$ cat config.mk
export PLATFORM = sky130hd
export DESIGN_NAME = icache_refill
export DESIGN_NICKNAME = d
export VERILOG_FILES = /design/src/verilog/icache_pkg.sv /design/src/verilog/icache_refill.sv
export SDC_FILE = /design/constraint.sdc
export NUM_CORES = 1
export LEC_CHECK = 0
export BUFFER_PORTS_ARGS = -buffer_cell sky130_fd_sc_hd__buf_2
export CORE_UTILIZATION = 52
export CTS_CLUSTER_SIZE = 40
export DETAILED_ROUTE_END_ITERATION = 12
export GPL_ROUTABILITY_DRIVEN = 1
export PLACE_DENSITY = 0.81
export SLEW_MARGIN = 20
export SYNTH_ARGS = -nofsm -noshare
export SYNTH_HDL_FRONTEND = slang
export SYNTH_SLANG_ARGS = --single-unit
$ cat constraint.sdc
create_clock -name clk -period 4.48 [get_ports clk]
set_input_delay 0.672 -clock clk [delete_from_list [all_inputs] [get_ports clk]]
set_output_delay 0.672 -clock clk [all_outputs]
set_load 0.02 [all_outputs]
$ cat src/verilog/icache_pkg.sv
package icache_pkg;

    // address layout
    localparam int addr_w         = 32;
    localparam int line_bytes     = 32;
    localparam int words_per_line = line_bytes / 4;
    localparam int pairs_per_line = words_per_line / 2;
    localparam int tag_w          = 20;

    // fetches with this bit set skip the cache
    localparam int uncached_bit = 31;

    typedef struct packed {
        logic             valid;
        logic [tag_w-1:0] tag;
    } tag_entry_t;

    // element 0 is the instruction at the lower address
    typedef logic [1:0][31:0] fetch_pair_t;

endpackage

$ cat src/verilog/icache_refill.sv
`timescale 1ns/100ps

module icache_refill
    import icache_pkg::*;
#(
    parameter int sets = 64
) (
    input  logic                    clk,
    input  logic                    rst_n,
    input  logic                    miss_valid_i,
    input  logic [addr_w-1:0]       miss_pc_i,
    input  logic                    miss_uncached_i,
    output logic                    fill_done_o,
    output fetch_pair_t             fill_pair_o,
    output logic                    hold_o,
    output logic                    replay_o,
    input  logic                    inv_valid_i,
    input  logic [$clog2(sets)-1:0] inv_index_i,
    output logic                    inv_ready_o,
    output logic [1:0]              tag_we_o,
    output logic [$clog2(sets)-1:0] tag_waddr_o,
    output tag_entry_t              tag_wdata_o,
    output logic [1:0]              data_we_o,
    output logic [$clog2(sets)+1:0] data_waddr_o,
    output fetch_pair_t             data_wdata_o,
    output logic                    m_axi_arvalid_o,
    input  logic                    m_axi_arready_i,
    output logic [addr_w-1:0]       m_axi_araddr_o,
    input  logic                    m_axi_rvalid_i,
    output logic                    m_axi_rready_o,
    input  logic [31:0]             m_axi_rdata_i
);

    localparam int idx_w   = $clog2(sets);
    localparam int off_w   = $clog2(line_bytes);
    localparam int tag_lsb = off_w + idx_w;

    typedef enum logic [2:0] {
        st_sweep,
        st_idle,
        st_addr,
        st_data,
        st_done
    } state_t;

    state_t            state_q;
    logic [idx_w-1:0]  sweep_q;
    logic [sets-1:0]   victim_q;
    logic [addr_w-1:0] pc_q;
    logic              unc_q;
    logic              way_q;
    logic [2:0]        beat_q;
    logic [31:0]       lo_q;
    fetch_pair_t       pair_q;
    logic [idx_w-1:0]  idx;
    fetch_pair_t       beat_pair;
    logic              beat_take;
    logic              last_beat;
    logic              inv_take;

    assign idx       = pc_q[off_w +: idx_w];
    assign beat_take = (state_q == st_data) && m_axi_rvalid_i;
    assign beat_pair = {m_axi_rdata_i, lo_q};
    // a line is eight beats, an uncached pair two
    assign last_beat = unc_q ? beat_q[0] : &beat_q;

    // a pending miss wins over an invalidate
    assign inv_ready_o = (state_q == st_idle) && !miss_valid_i;
    assign inv_take    = inv_valid_i && inv_ready_o;
    assign hold_o      = (state_q != st_idle) || inv_take;
    assign fill_done_o = (state_q == st_done);
    assign replay_o    = (state_q == st_done) && !unc_q;
    assign fill_pair_o = pair_q;

    assign m_axi_arvalid_o = (state_q == st_addr);
    assign m_axi_rready_o  = (state_q == st_data);
    assign m_axi_araddr_o  = unc_q ? {pc_q[addr_w-1:3], beat_q[0], 2'b00}
                                   : {pc_q[addr_w-1:off_w], beat_q, 2'b00};

    // sram write port
    always_comb begin
        tag_we_o     = '0;
        tag_waddr_o  = idx;
        tag_wdata_o  = '0;
        data_we_o    = '0;
        data_waddr_o = {idx, beat_q[2:1]};
        data_wdata_o = beat_pair;
        case (state_q)
            st_sweep: begin
                tag_we_o    = 2'b11;
                tag_waddr_o = sweep_q;
            end
            st_idle: begin
                if (inv_take) begin
                    tag_we_o    = 2'b11;
                    tag_waddr_o = inv_index_i;
                end
            end
            st_data: begin
                // every second beat completes a pair
                if (beat_take && !unc_q && beat_q[0]) begin
                    data_we_o[way_q] = 1'b1;
                    if (last_beat) begin
                        tag_we_o[way_q]   = 1'b1;
                        tag_wdata_o.valid = 1'b1;
                        tag_wdata_o.tag   = pc_q[tag_lsb +: tag_w];
                    end
                end
            end
            default: begin
            end
        endcase
    end

    always_ff @(posedge clk) begin
        if (!rst_n) begin
            state_q  <= st_sweep;
            sweep_q  <= '0;
            victim_q <= '0;
        end else begin
            case (state_q)
                st_sweep: begin
                    sweep_q <= sweep_q + 1'b1;
                    if (sweep_q == idx_w'(sets - 1)) begin
                        state_q <= st_idle;
                    end
                end
                st_idle: begin
                    if (miss_valid_i) begin
                        state_q <= st_addr;
                    end
                end
                st_addr: begin
                    if (m_axi_arready_i) begin
                        state_q <= st_data;
                    end
                end
                st_data: begin
                    if (beat_take && last_beat) begin
                        state_q <= st_done;
                        // next fill of this set goes to the other way
                        if (!unc_q) begin
                            victim_q[idx] <= !victim_q[idx];
                        end
                    end else if (beat_take) begin
                        state_q <= st_addr;
                    end
                end
                default: begin
                    state_q <= st_idle;
                end
            endcase
        end
    end

    always_ff @(posedge clk) begin
        if ((state_q == st_idle) && miss_valid_i) begin
            pc_q   <= miss_pc_i;
            unc_q  <= miss_uncached_i;
            way_q  <= victim_q[miss_pc_i[off_w +: idx_w]];
            beat_q <= '0;
        end
        if (beat_take) begin
            beat_q <= beat_q + 1'b1;
            if (!beat_q[0]) begin
                lo_q <= m_axi_rdata_i;
            end else if (unc_q || (beat_q[2:1] == pc_q[3 +: 2])) begin
                // the pair the fetch asked for
                pair_q <= beat_pair;
            end
        end
    end

endmodule

**Yosys cells after proc, flatten, opt, wreduce, memory -nomap -nowiden**

Index checks and enable logic that the tools add are counted.

- Output and inout port bits: 205
- Word-level logic and storage cells: 82
- Register bits after elaboration: 206
- Bits of input ports: 77

- Muxes and demuxes: 30
- Eq/ne operators: 11
- $lt $le $gt $ge: 5
- Reductions and logical operators: 22
- Add/subtract/negate cells: 2
- Bitwise operators: 2

Operator list:

| operator | number |
|---|---|
| 64-bit bitwise mux | 1 |
| 21-bit two-way mux | 3 |
| 3-bit two-way mux | 7 |
| 6-bit by 7-bit < comparator with 1-bit output, second input constant | 2 |
| 1-bit binary-select mux with 6-bit select | 2 |
| 3-bit one-hot mux with 4 select lines | 1 |
| 6-bit one-hot mux with 2 select lines | 1 |
| 1-bit logical AND | 10 |
| 2-bit two-way mux | 5 |
| 3-bit AND reduction | 3 |
| 6-bit by 1-bit adder with 6-bit output, second input constant | 1 |
| 1-bit demux with 6-bit select | 1 |
| 3-bit by 2-bit == test with 1-bit output, second input constant | 2 |
| 6-bit == test, second input constant | 1 |
| 6-bit by 1-bit greater-or-equal comparator with 1-bit output, second input constant | 1 |
| 6-bit two-way mux | 1 |
| 3-bit by 1-bit != test with 1-bit output, second input constant | 2 |
| 2-bit one-hot mux with 3 select lines | 1 |
| 1-bit two-way mux | 5 |
| 5-bit two-way mux | 1 |
| 2-bit != test, second input constant | 2 |
| 4-bit AND reduction | 1 |
| 3-bit by 1-bit adder with 3-bit output, second input constant | 1 |
| 3-bit by 1-bit == test with 1-bit output, second input constant | 1 |
| other kinds (12) | 16 |

**Depth between registers and ports, before layout**

Gate-level depths: netlist of the first run.

- Word-level depth: 7
- Gate-level depth with buffers: 8
- Depth with buffers taken out: 6

**Worst setup path after synthesis of the first run**

Ideal clock, no wire load.

- Path type: in2reg
- Start point: input m_axi_rvalid_i
- End point: register pair_q, in the netlist fill_pair_o[0], enable pin
- Path slack: 290 ps
- Path buffers: 0
- Library setup time: 486 ps
- Data required time: 3994 ps
- Arrival: 3704 ps
- Stages: 3
- Cells stage by stage: and4b_1 -> nand2_1 -> nor2_1

- Longest elaborated chain between the ends: 2

Ends and longest elaborated chain:

| element | RTL line | RTL |
|---|---|---|
| start, declared | icache_refill.sv:29 | `input logic m_axi_rvalid_i,` |
| 1-bit logical AND | icache_refill.sv:62 | `assign beat_take = (state_q == st_data) && m_axi_rvalid_i;` |
| 3-bit AND reduction (no source line) | - |  |
| end signal, assigned | icache_refill.sv:169 | `pair_q <= beat_pair;` |
| end, declared | icache_refill.sv:54 | `fetch_pair_t pair_q;` |

Every way passes these cells.
A chain may end at the register's enable or synchronous reset.

==> results.md, run 1 <==
- Status: completed
- CP delay by family, top: simple AND/OR/NAND/NOR gates
- Max_slew headroom: 0.270
- Clk Latency, worst-skew pair: 0.49 ns
- Crit path buf inv count: 1
- Worst endpoint data arrival time: 2.60 ns
- Top cell type's share of synthesized area: 0.420
- Setup Fix Bufs, Post-CTS: 0
- Storage element area: 5370 um^2
- Global-route wire length before repair: 35.3 mm
- Top achievable clock speed: 305 MHz
- Wire length per cell: 22.3 um
- RSZ-0062 raised after global routing: false
- P per Cell Area: 358 nW/um^2
- DRT Pass-1 Iters: 5
- Async SR Flop Fraction: 0
- Num rows: 48
- Layout area overhead: 18.0%
- Vias per cell: 5.83
- Vias in the first global route: 5976
- Initial drt markers: 592
- Chip width: 136 um
- WL met1: 8.63 mm
- CP Data Required Time: 3.81 ns
- CTS tree: built
- Final instance area: 11000 um^2
- Setup TNS: 0 ns
- Final Slew Violations: 0
- Slowest CP cell: dfxtp_1
- Placed cell count: 1044
- Final Cycle Share: 0.731
- Area of the mapped netlist: 9290 um^2
- Register bit count reported by yosys: 203
- CP cell instances: and4b_1 -> nand2_1 -> nor2_2 -> and2_1 -> buf_2
- # DRC: 0
- Area leader, netlist: edfxtp_1
- Core Box Area: 17400 um^2
- Share of layout cells above drive strength 1: 0.504
- Synthesis warning total: 0
- Synth cell types: 64
- Dpl cell area: 10200 um^2
- Die area: 18400 um^2
- Synth area leaders: edfxtp_1 42%, dfxtp_1 16%, a211oi_2 6.5%, mux4_2 6.3%, buf_4 5.6%
- DR WL met3: 2.12 mm
- GPL Wtd Cong: 0.831
- Clock Sink Count: 203
- Pin count of the biggest net entering global routing: 72
- Met2 WL: 12.7 mm
- Final setup violating endpoints: 0
- Top Metal Used: met4
- Cells after synthesis: 642
- Antenna-violating nets left: 0
- Initial Utilization: 0.535
- Tot Pwr: 3.93 mW
- Multi-input logic area: 3050 um^2
- Number of enable-type register cells in the synthesized netlist: 130
- Worst IR Drop VDD: 264 uV
- Post-CTS Resized: 0
- CP Launch Type: flip-flop
- Clk buf depth: 3
- # IOs: 282
- Kind of critical path: reg2out
- Initial antenna violation count: 4
- Post-detail-place hpwl: 16.4 mm
- CTS clk-pin slew, worst paths: 0.07 ns
- Tmin final: 3.28 ns
- Max-capacitance violation count: 0
- Hold WC Path Type: in2reg
- Critical path endpoint category: output port
- Num CTS Buffers: 20
- Clock Skew: 0.0108 ns
- GRT overflow: 0
- Slew @ Worst Pin: 1.09 ns
- Primary FF master, synth: edfxtp_1
- CP Max Fanout: 23
- Final hold vios: 0
- GR Util All Layers: 0.254
- # port buffers: 276
- Vias post-DR: 6321
- Seq/Total Area, Yosys: 0.578
- Worst path max stage delay: 0.62 ns
- Post-Layout Cell Count: 1085
- Layout filler cell count: 1213
- Syn avg cell area: 14.5 um^2
- Post-Route WL: 24.2 mm
- H-tree depth: 1
- Total of hold buffers inserted after clock tree synthesis: 0
- Layout Nets: 923
- Die H: 136 um
- Layout Utilization: 0.631
- Clock root buffer: clkbuf_16
- Leakage power: 4.13 nW
==> area by class of cell <==
cell class                 instances  area share
multi-input combinational        320       0.279
tap                              225      0.0257
sequential                       203       0.490
clock inverter                    13      0.0168
antenna                            4    0.000913
clock buffer                      22      0.0483
inverter                           5     0.00171
timing repair buffer             293       0.138
==> final timing paths <==
check / start / to / slack, ns / depth (start not counted)
setup / recovery: state_q[0]$_SDFFE_PN0P_ / tag_wdata_o[5] / 1.20 / 5
setup reg to reg: state_q[0]$_SDFFE_PN0P_ / victim_q[15]$_SDFFE_PN0P_ / 1.71 / 4
hold reg to reg: lo_q[8]$_DFFE_PP_ / fill_pair_o[8]$_DFFE_PP_ / 0.44 / 0
hold / removal: miss_pc_i[3] / pc_q[3]$_DFFE_PP_ / 0.35 / 1
==> report_power, final <==
| part | switching [mW] | leakage [nW] | total, mW | internal, mW |
|---|---|---|---|---|
| logic | 0.0831 | 2.03 | 0.130 | 0.0473 |
| registers | 0.00296 | 1.77 | 1.98 | 1.98 |
| clock network | 0.722 | 0.329 | 1.81 | 1.09 |
==> sequential cells by signal, summed over array words and instances (netlist names) <==
| register | count |
|---|---|
| sweep_q | 6 |
| state_q | 3 |
| unc_q | 1 |
| lo_q | 32 |
| pc_q | 29 |
| way_q | 1 |
| fill_pair_o | 64 |
| victim_q | 64 |
| beat_q | 3 |
==> synthesized netlist by cell type (3+ instances only) <==
master and n:
ha_1 3, and3b_1 3, a211oi_2 48, buf_6 17, and2_1 24, nor3b_1 3, nand3b_1 3, mux4_2 26
mux4_1 3, nor2b_1 12, buf_1 3, inv_1 3, edfxtp_1 130, nor2_1 15, nand2_1 7, buf_4 69
nand3_1 3, mux2i_1 9, xnor2_1 4, a221o_1 6, nor3_1 7, nand2b_1 4, nor4_4 8, a311oi_1 16
clkbuf_1 15, buf_2 7, a21oi_1 69, dfxtp_1 73, o221ai_1 5
==> stage by stage <==
stage | hold WS, ns | worst slack [ns]
after global placement | 0.424 | 1.38
after CTS | 0.345 | 0.865
after global routing | 0.342 | 1.04
after floorplan | 0.471 | 0.290
after detailed placement | 0.427 | 1.26
final | 0.351 | 1.20
==> cells in the final DEF (no fill, tap or decap), types with 9 or more instances in the layout <==
| cell type | instances |
|---|---|
| and2_1 | 24 |
| clkbuf_16 | 21 |
| edfxtp_1 | 130 |
| buf_4 | 15 |
| buf_2 | 276 |
| nor2b_1 | 12 |
| a211oi_2 | 48 |
| mux2i_1 | 9 |
| a21oi_1 | 69 |
| nor2_1 | 12 |
| a311oi_1 | 16 |
| mux4_2 | 26 |
| dfxtp_1 | 73 |
==> cells by family after synthesis <==
group	after synthesis	share of synthesized area
fa+ha+maj	3	0.00404
xor+xnor	6	0.00566
buf+inv	120	0.0959
flops	203	0.578
compound gates	159	0.144
other cells	1	0.000404
simple gates	109	0.0876
mux	41	0.0851
==> worst register-to-register path, cell delays in order, from the launching register on <==
cell and delay [ns]:
dfxtp_1 0.62, nand4b_4 0.43, nor4_4 1.01, a21oi_1 0.21
a311oi_1 0.38
==> routing by layer <==
layer | track usage | vias up
met5 | 0 | -
met4 | 0.110 | 0
met3 | 0.0520 | 56
met2 | 0.444 | 333
met1 | 0.302 | 3102
li1 | - | 2830
Note: power is estimated with default switching activity, not from simulation.
==> run 2, diff against run 1 <==
--- a/config.mk
+++ b/config.mk
@@ -6,11 +6,11 @@
 export NUM_CORES = 1
 export LEC_CHECK = 0
 export BUFFER_PORTS_ARGS = -buffer_cell sky130_fd_sc_hd__buf_2
-export CORE_UTILIZATION = 52
+export CORE_UTILIZATION = 47
 export CTS_CLUSTER_SIZE = 40
 export DETAILED_ROUTE_END_ITERATION = 12
 export GPL_ROUTABILITY_DRIVEN = 1
-export PLACE_DENSITY = 0.81
+export PLACE_DENSITY = 0.77
 export SLEW_MARGIN = 20
 export SYNTH_ARGS = -nofsm -noshare
 export SYNTH_HDL_FRONTEND = slang
==> constraint.sdc (replaced) <==
create_clock -name clk -period 2.7 [get_ports clk]
set_input_delay 0.405 -clock clk [delete_from_list [all_inputs] [get_ports clk]]
set_output_delay 0.405 -clock clk [all_outputs]
set_load 0.02 [all_outputs]
==> results.md, run 2 (synthesis gave the netlist of run 1 again) <==
- Status: completed
- Die H: 143 um (+5.1%)
- Layout area overhead: 20.4%
- Worst path max stage delay: 0.43 ns (-0.19 ns)
- Clk Latency, worst-skew pair: 0.50 ns (about the same)
- Max-capacitance violation count: 0 (unchanged)
- H-tree depth: 1 (unchanged)
- Leakage power: 4.26 nW (+3.1%)
- Vias per cell: 5.46 (-6.2%)
- Slowest CP cell: nor2_1
- Pin count of the biggest net entering global routing: 33 (-54%)
- Most frequent cells in the layout: 276 x buf_2, 130 x edfxtp_1, 73 x dfxtp_1
- Clock Skew: 0.0200 ns (+0.00925 ns)
- Kind of critical path: reg2out
- Clock root buffer: clkbuf_16
- Layout Nets: 946 (+2.5%)
- Share of layout cells above drive strength 1: 0.518 (+0.0141)
- Hold WC Path Type: in2reg
- Clock Sink Count: 203 (unchanged)
- Initial drt markers: 430 (-27%)
- # DRC: 0 (unchanged)
- Initial Utilization: 0.479 (-0.0563)
- Chip width: 143 um (+5.1%)
- Slew @ Worst Pin: 0.885 ns (-0.201 ns)
- # IOs: 282 (unchanged)
- Die area: 20300 um^2 (+10%)
- CP Launch Type: flip-flop
- RSZ-0062 raised after global routing: false
- Commonest non-fill, non-tap cell in the layout: buf_2
- Final Slew Violations: 0 (unchanged)
- P per Cell Area: 568 nW/um^2 (+59%)
- Num CTS Buffers: 21 (+5.0%)
- CP cell instances: buf_4 -> nor2_1 -> nand2_1 -> nor2_1 -> a221o_1 -> buf_2
- Initial antenna violation count: 6 (+2)
- Top achievable clock speed: 401 MHz
- Crit path buf inv count: 2 (+1)
- Setup Fix Bufs, Post-CTS: 0 (unchanged)
- CP Data Required Time: 2.30 ns (-1.51 ns)
- CP Max Fanout: 9 (-61%)
- Post-Route WL: 23.2 mm (-4.1%)
- Final hold vios: 0 (unchanged)
- Worst IR Drop VDD: 344 uV (+30%)
- Wire length per cell: 20.2 um (-9.7%)
- Final setup violating endpoints: 0 (unchanged)
- GPL Wtd Cong: 0.831 (about the same)
- Global-route wire length before repair: 34.1 mm (-3.3%)
- CP dominant cell by count: nor2_1
- Post-detail-place hpwl: 16.8 mm (+2.0%)
- Critical path endpoint category: output port
- Tmin final: 2.49 ns
- Setup TNS: 0 ns (unchanged)
- Clk buf depth: 3 (unchanged)
- Vias post-DR: 6293 (-0.44%)
- DRT Pass-1 Iters: 5 (unchanged)
- CTS clk-pin slew, worst paths: 0.06 ns (about the same)
- Total of hold buffers inserted after clock tree synthesis: 0 (unchanged)
- Core Box Area: 19400 um^2 (+12%)
- Antenna-violating nets left: 0 (unchanged)
- Worst endpoint data arrival time: 2.09 ns (-0.51 ns)
- Final Cycle Share: 0.924
- CP delay by family, top: simple AND/OR/NAND/NOR gates
- CTS tree: built
- Num rows: 51 (+6.3%)
- Max_slew headroom: 0.409 (+0.138)
- # port buffers: 276 (unchanged)
- Vias in the first global route: 5833 (-2.4%)
- GR Util All Layers: 0.223 (-0.0313)
- GRT overflow: 0 (unchanged)
- Layout Utilization: 0.576 (-0.0550)
==> run 2: changes by cell type in the layout (fill, tap and decap cells not counted), moves of 2 or more <==
| cell | before | now |
|---|---|---|
| inv_6 | 0 | 2 |
| buf_12 | 0 | 3 |
| diode_2 | 4 | 6 |
| bufinv_16 | 4 | 2 |
| buf_4 | 15 | 36 |
| clkinvlp_4 | 4 | 2 |
| buf_6 | 2 | 0 |
| clkinv_2 | 0 | 6 |
==> run 2: final cells by class <==
type | count | area (um^2)
antenna | 6 | 15.0
clock buffer | 21 | 526
clock inverter | 17 | 155
fill | 1592 | 8220
inverter | 5 | 18.8
multi-input combinational | 320 | 3060
sequential | 203 | 5370
tap | 265 | 332
timing repair buffer | 315 | 1710
==> run 2: power by group <==
group | internal [mW] | switching (mW) | leakage, nW | total [mW]
Sequential | 3.29 | 0.00507 | 1.77 | 3.29
Combinational | 0.0832 | 0.137 | 2.16 | 0.220
Clock | 1.63 | 1.21 | 0.333 | 2.84
==> run 2: stage by stage <==
stage	hold slack (ns)	power, mW	instance area [um^2]	worst slack, ns	std cells
floorplan	0.471	3.51	9300	0.167	643
global placement	0.426	3.58	10500	0.228	1108
detailed placement	0.428	3.58	10500	0.104	1108
CTS	0.0670	6.40	11200	0.190	1146
global route	0.0633	6.53	11200	0.0774	1152
finish	0.0746	6.36	11200	0.205	1152
==> run 2: worst paths after layout <==
check	start	endpoint	slack, ns	depth (start not counted)
setup / recovery	state_q[1]$_SDFFE_PN0P_	tag_waddr_o[1]	0.21	6
hold / removal	miss_pc_i[13]	pc_q[13]$_DFFE_PP_	0.07	1
setup reg to reg	pc_q[6]$_DFFE_PP_	victim_q[57]$_SDFFE_PN0P_	0.51	5
hold reg to reg	lo_q[26]$_DFFE_PP_	fill_pair_o[26]$_DFFE_PP_	0.44	0
==> run 2: what timing repair did <==
action                                 4_1_cts  5_1_grt
resized for setup                            2        0
endpoints found under the hold margin        0        0
setup endpoints to repair                   23        0
==> run 2: per-layer routing <==
| layer | track usage | wire (um) | vias to the layer above |
|---|---|---|---|
| met5 | 0 | 0 | - |
| met4 | 0.0979 | 791 | 0 |
| met3 | 0.0421 | 1710 | 47 |
| met2 | 0.395 | 12100 | 269 |
| met1 | 0.263 | 8650 | 3109 |
| li1 | - | - | 2868 |
==> run 2: worst register-to-register path, stage by stage, from the launching register on <==
cell      delay [ns]
edfxtp_1        0.55
buf_4           0.36
mux4_2          0.25
mux2i_1         0.06
nor2b_1         0.67
a211oi_2        0.15
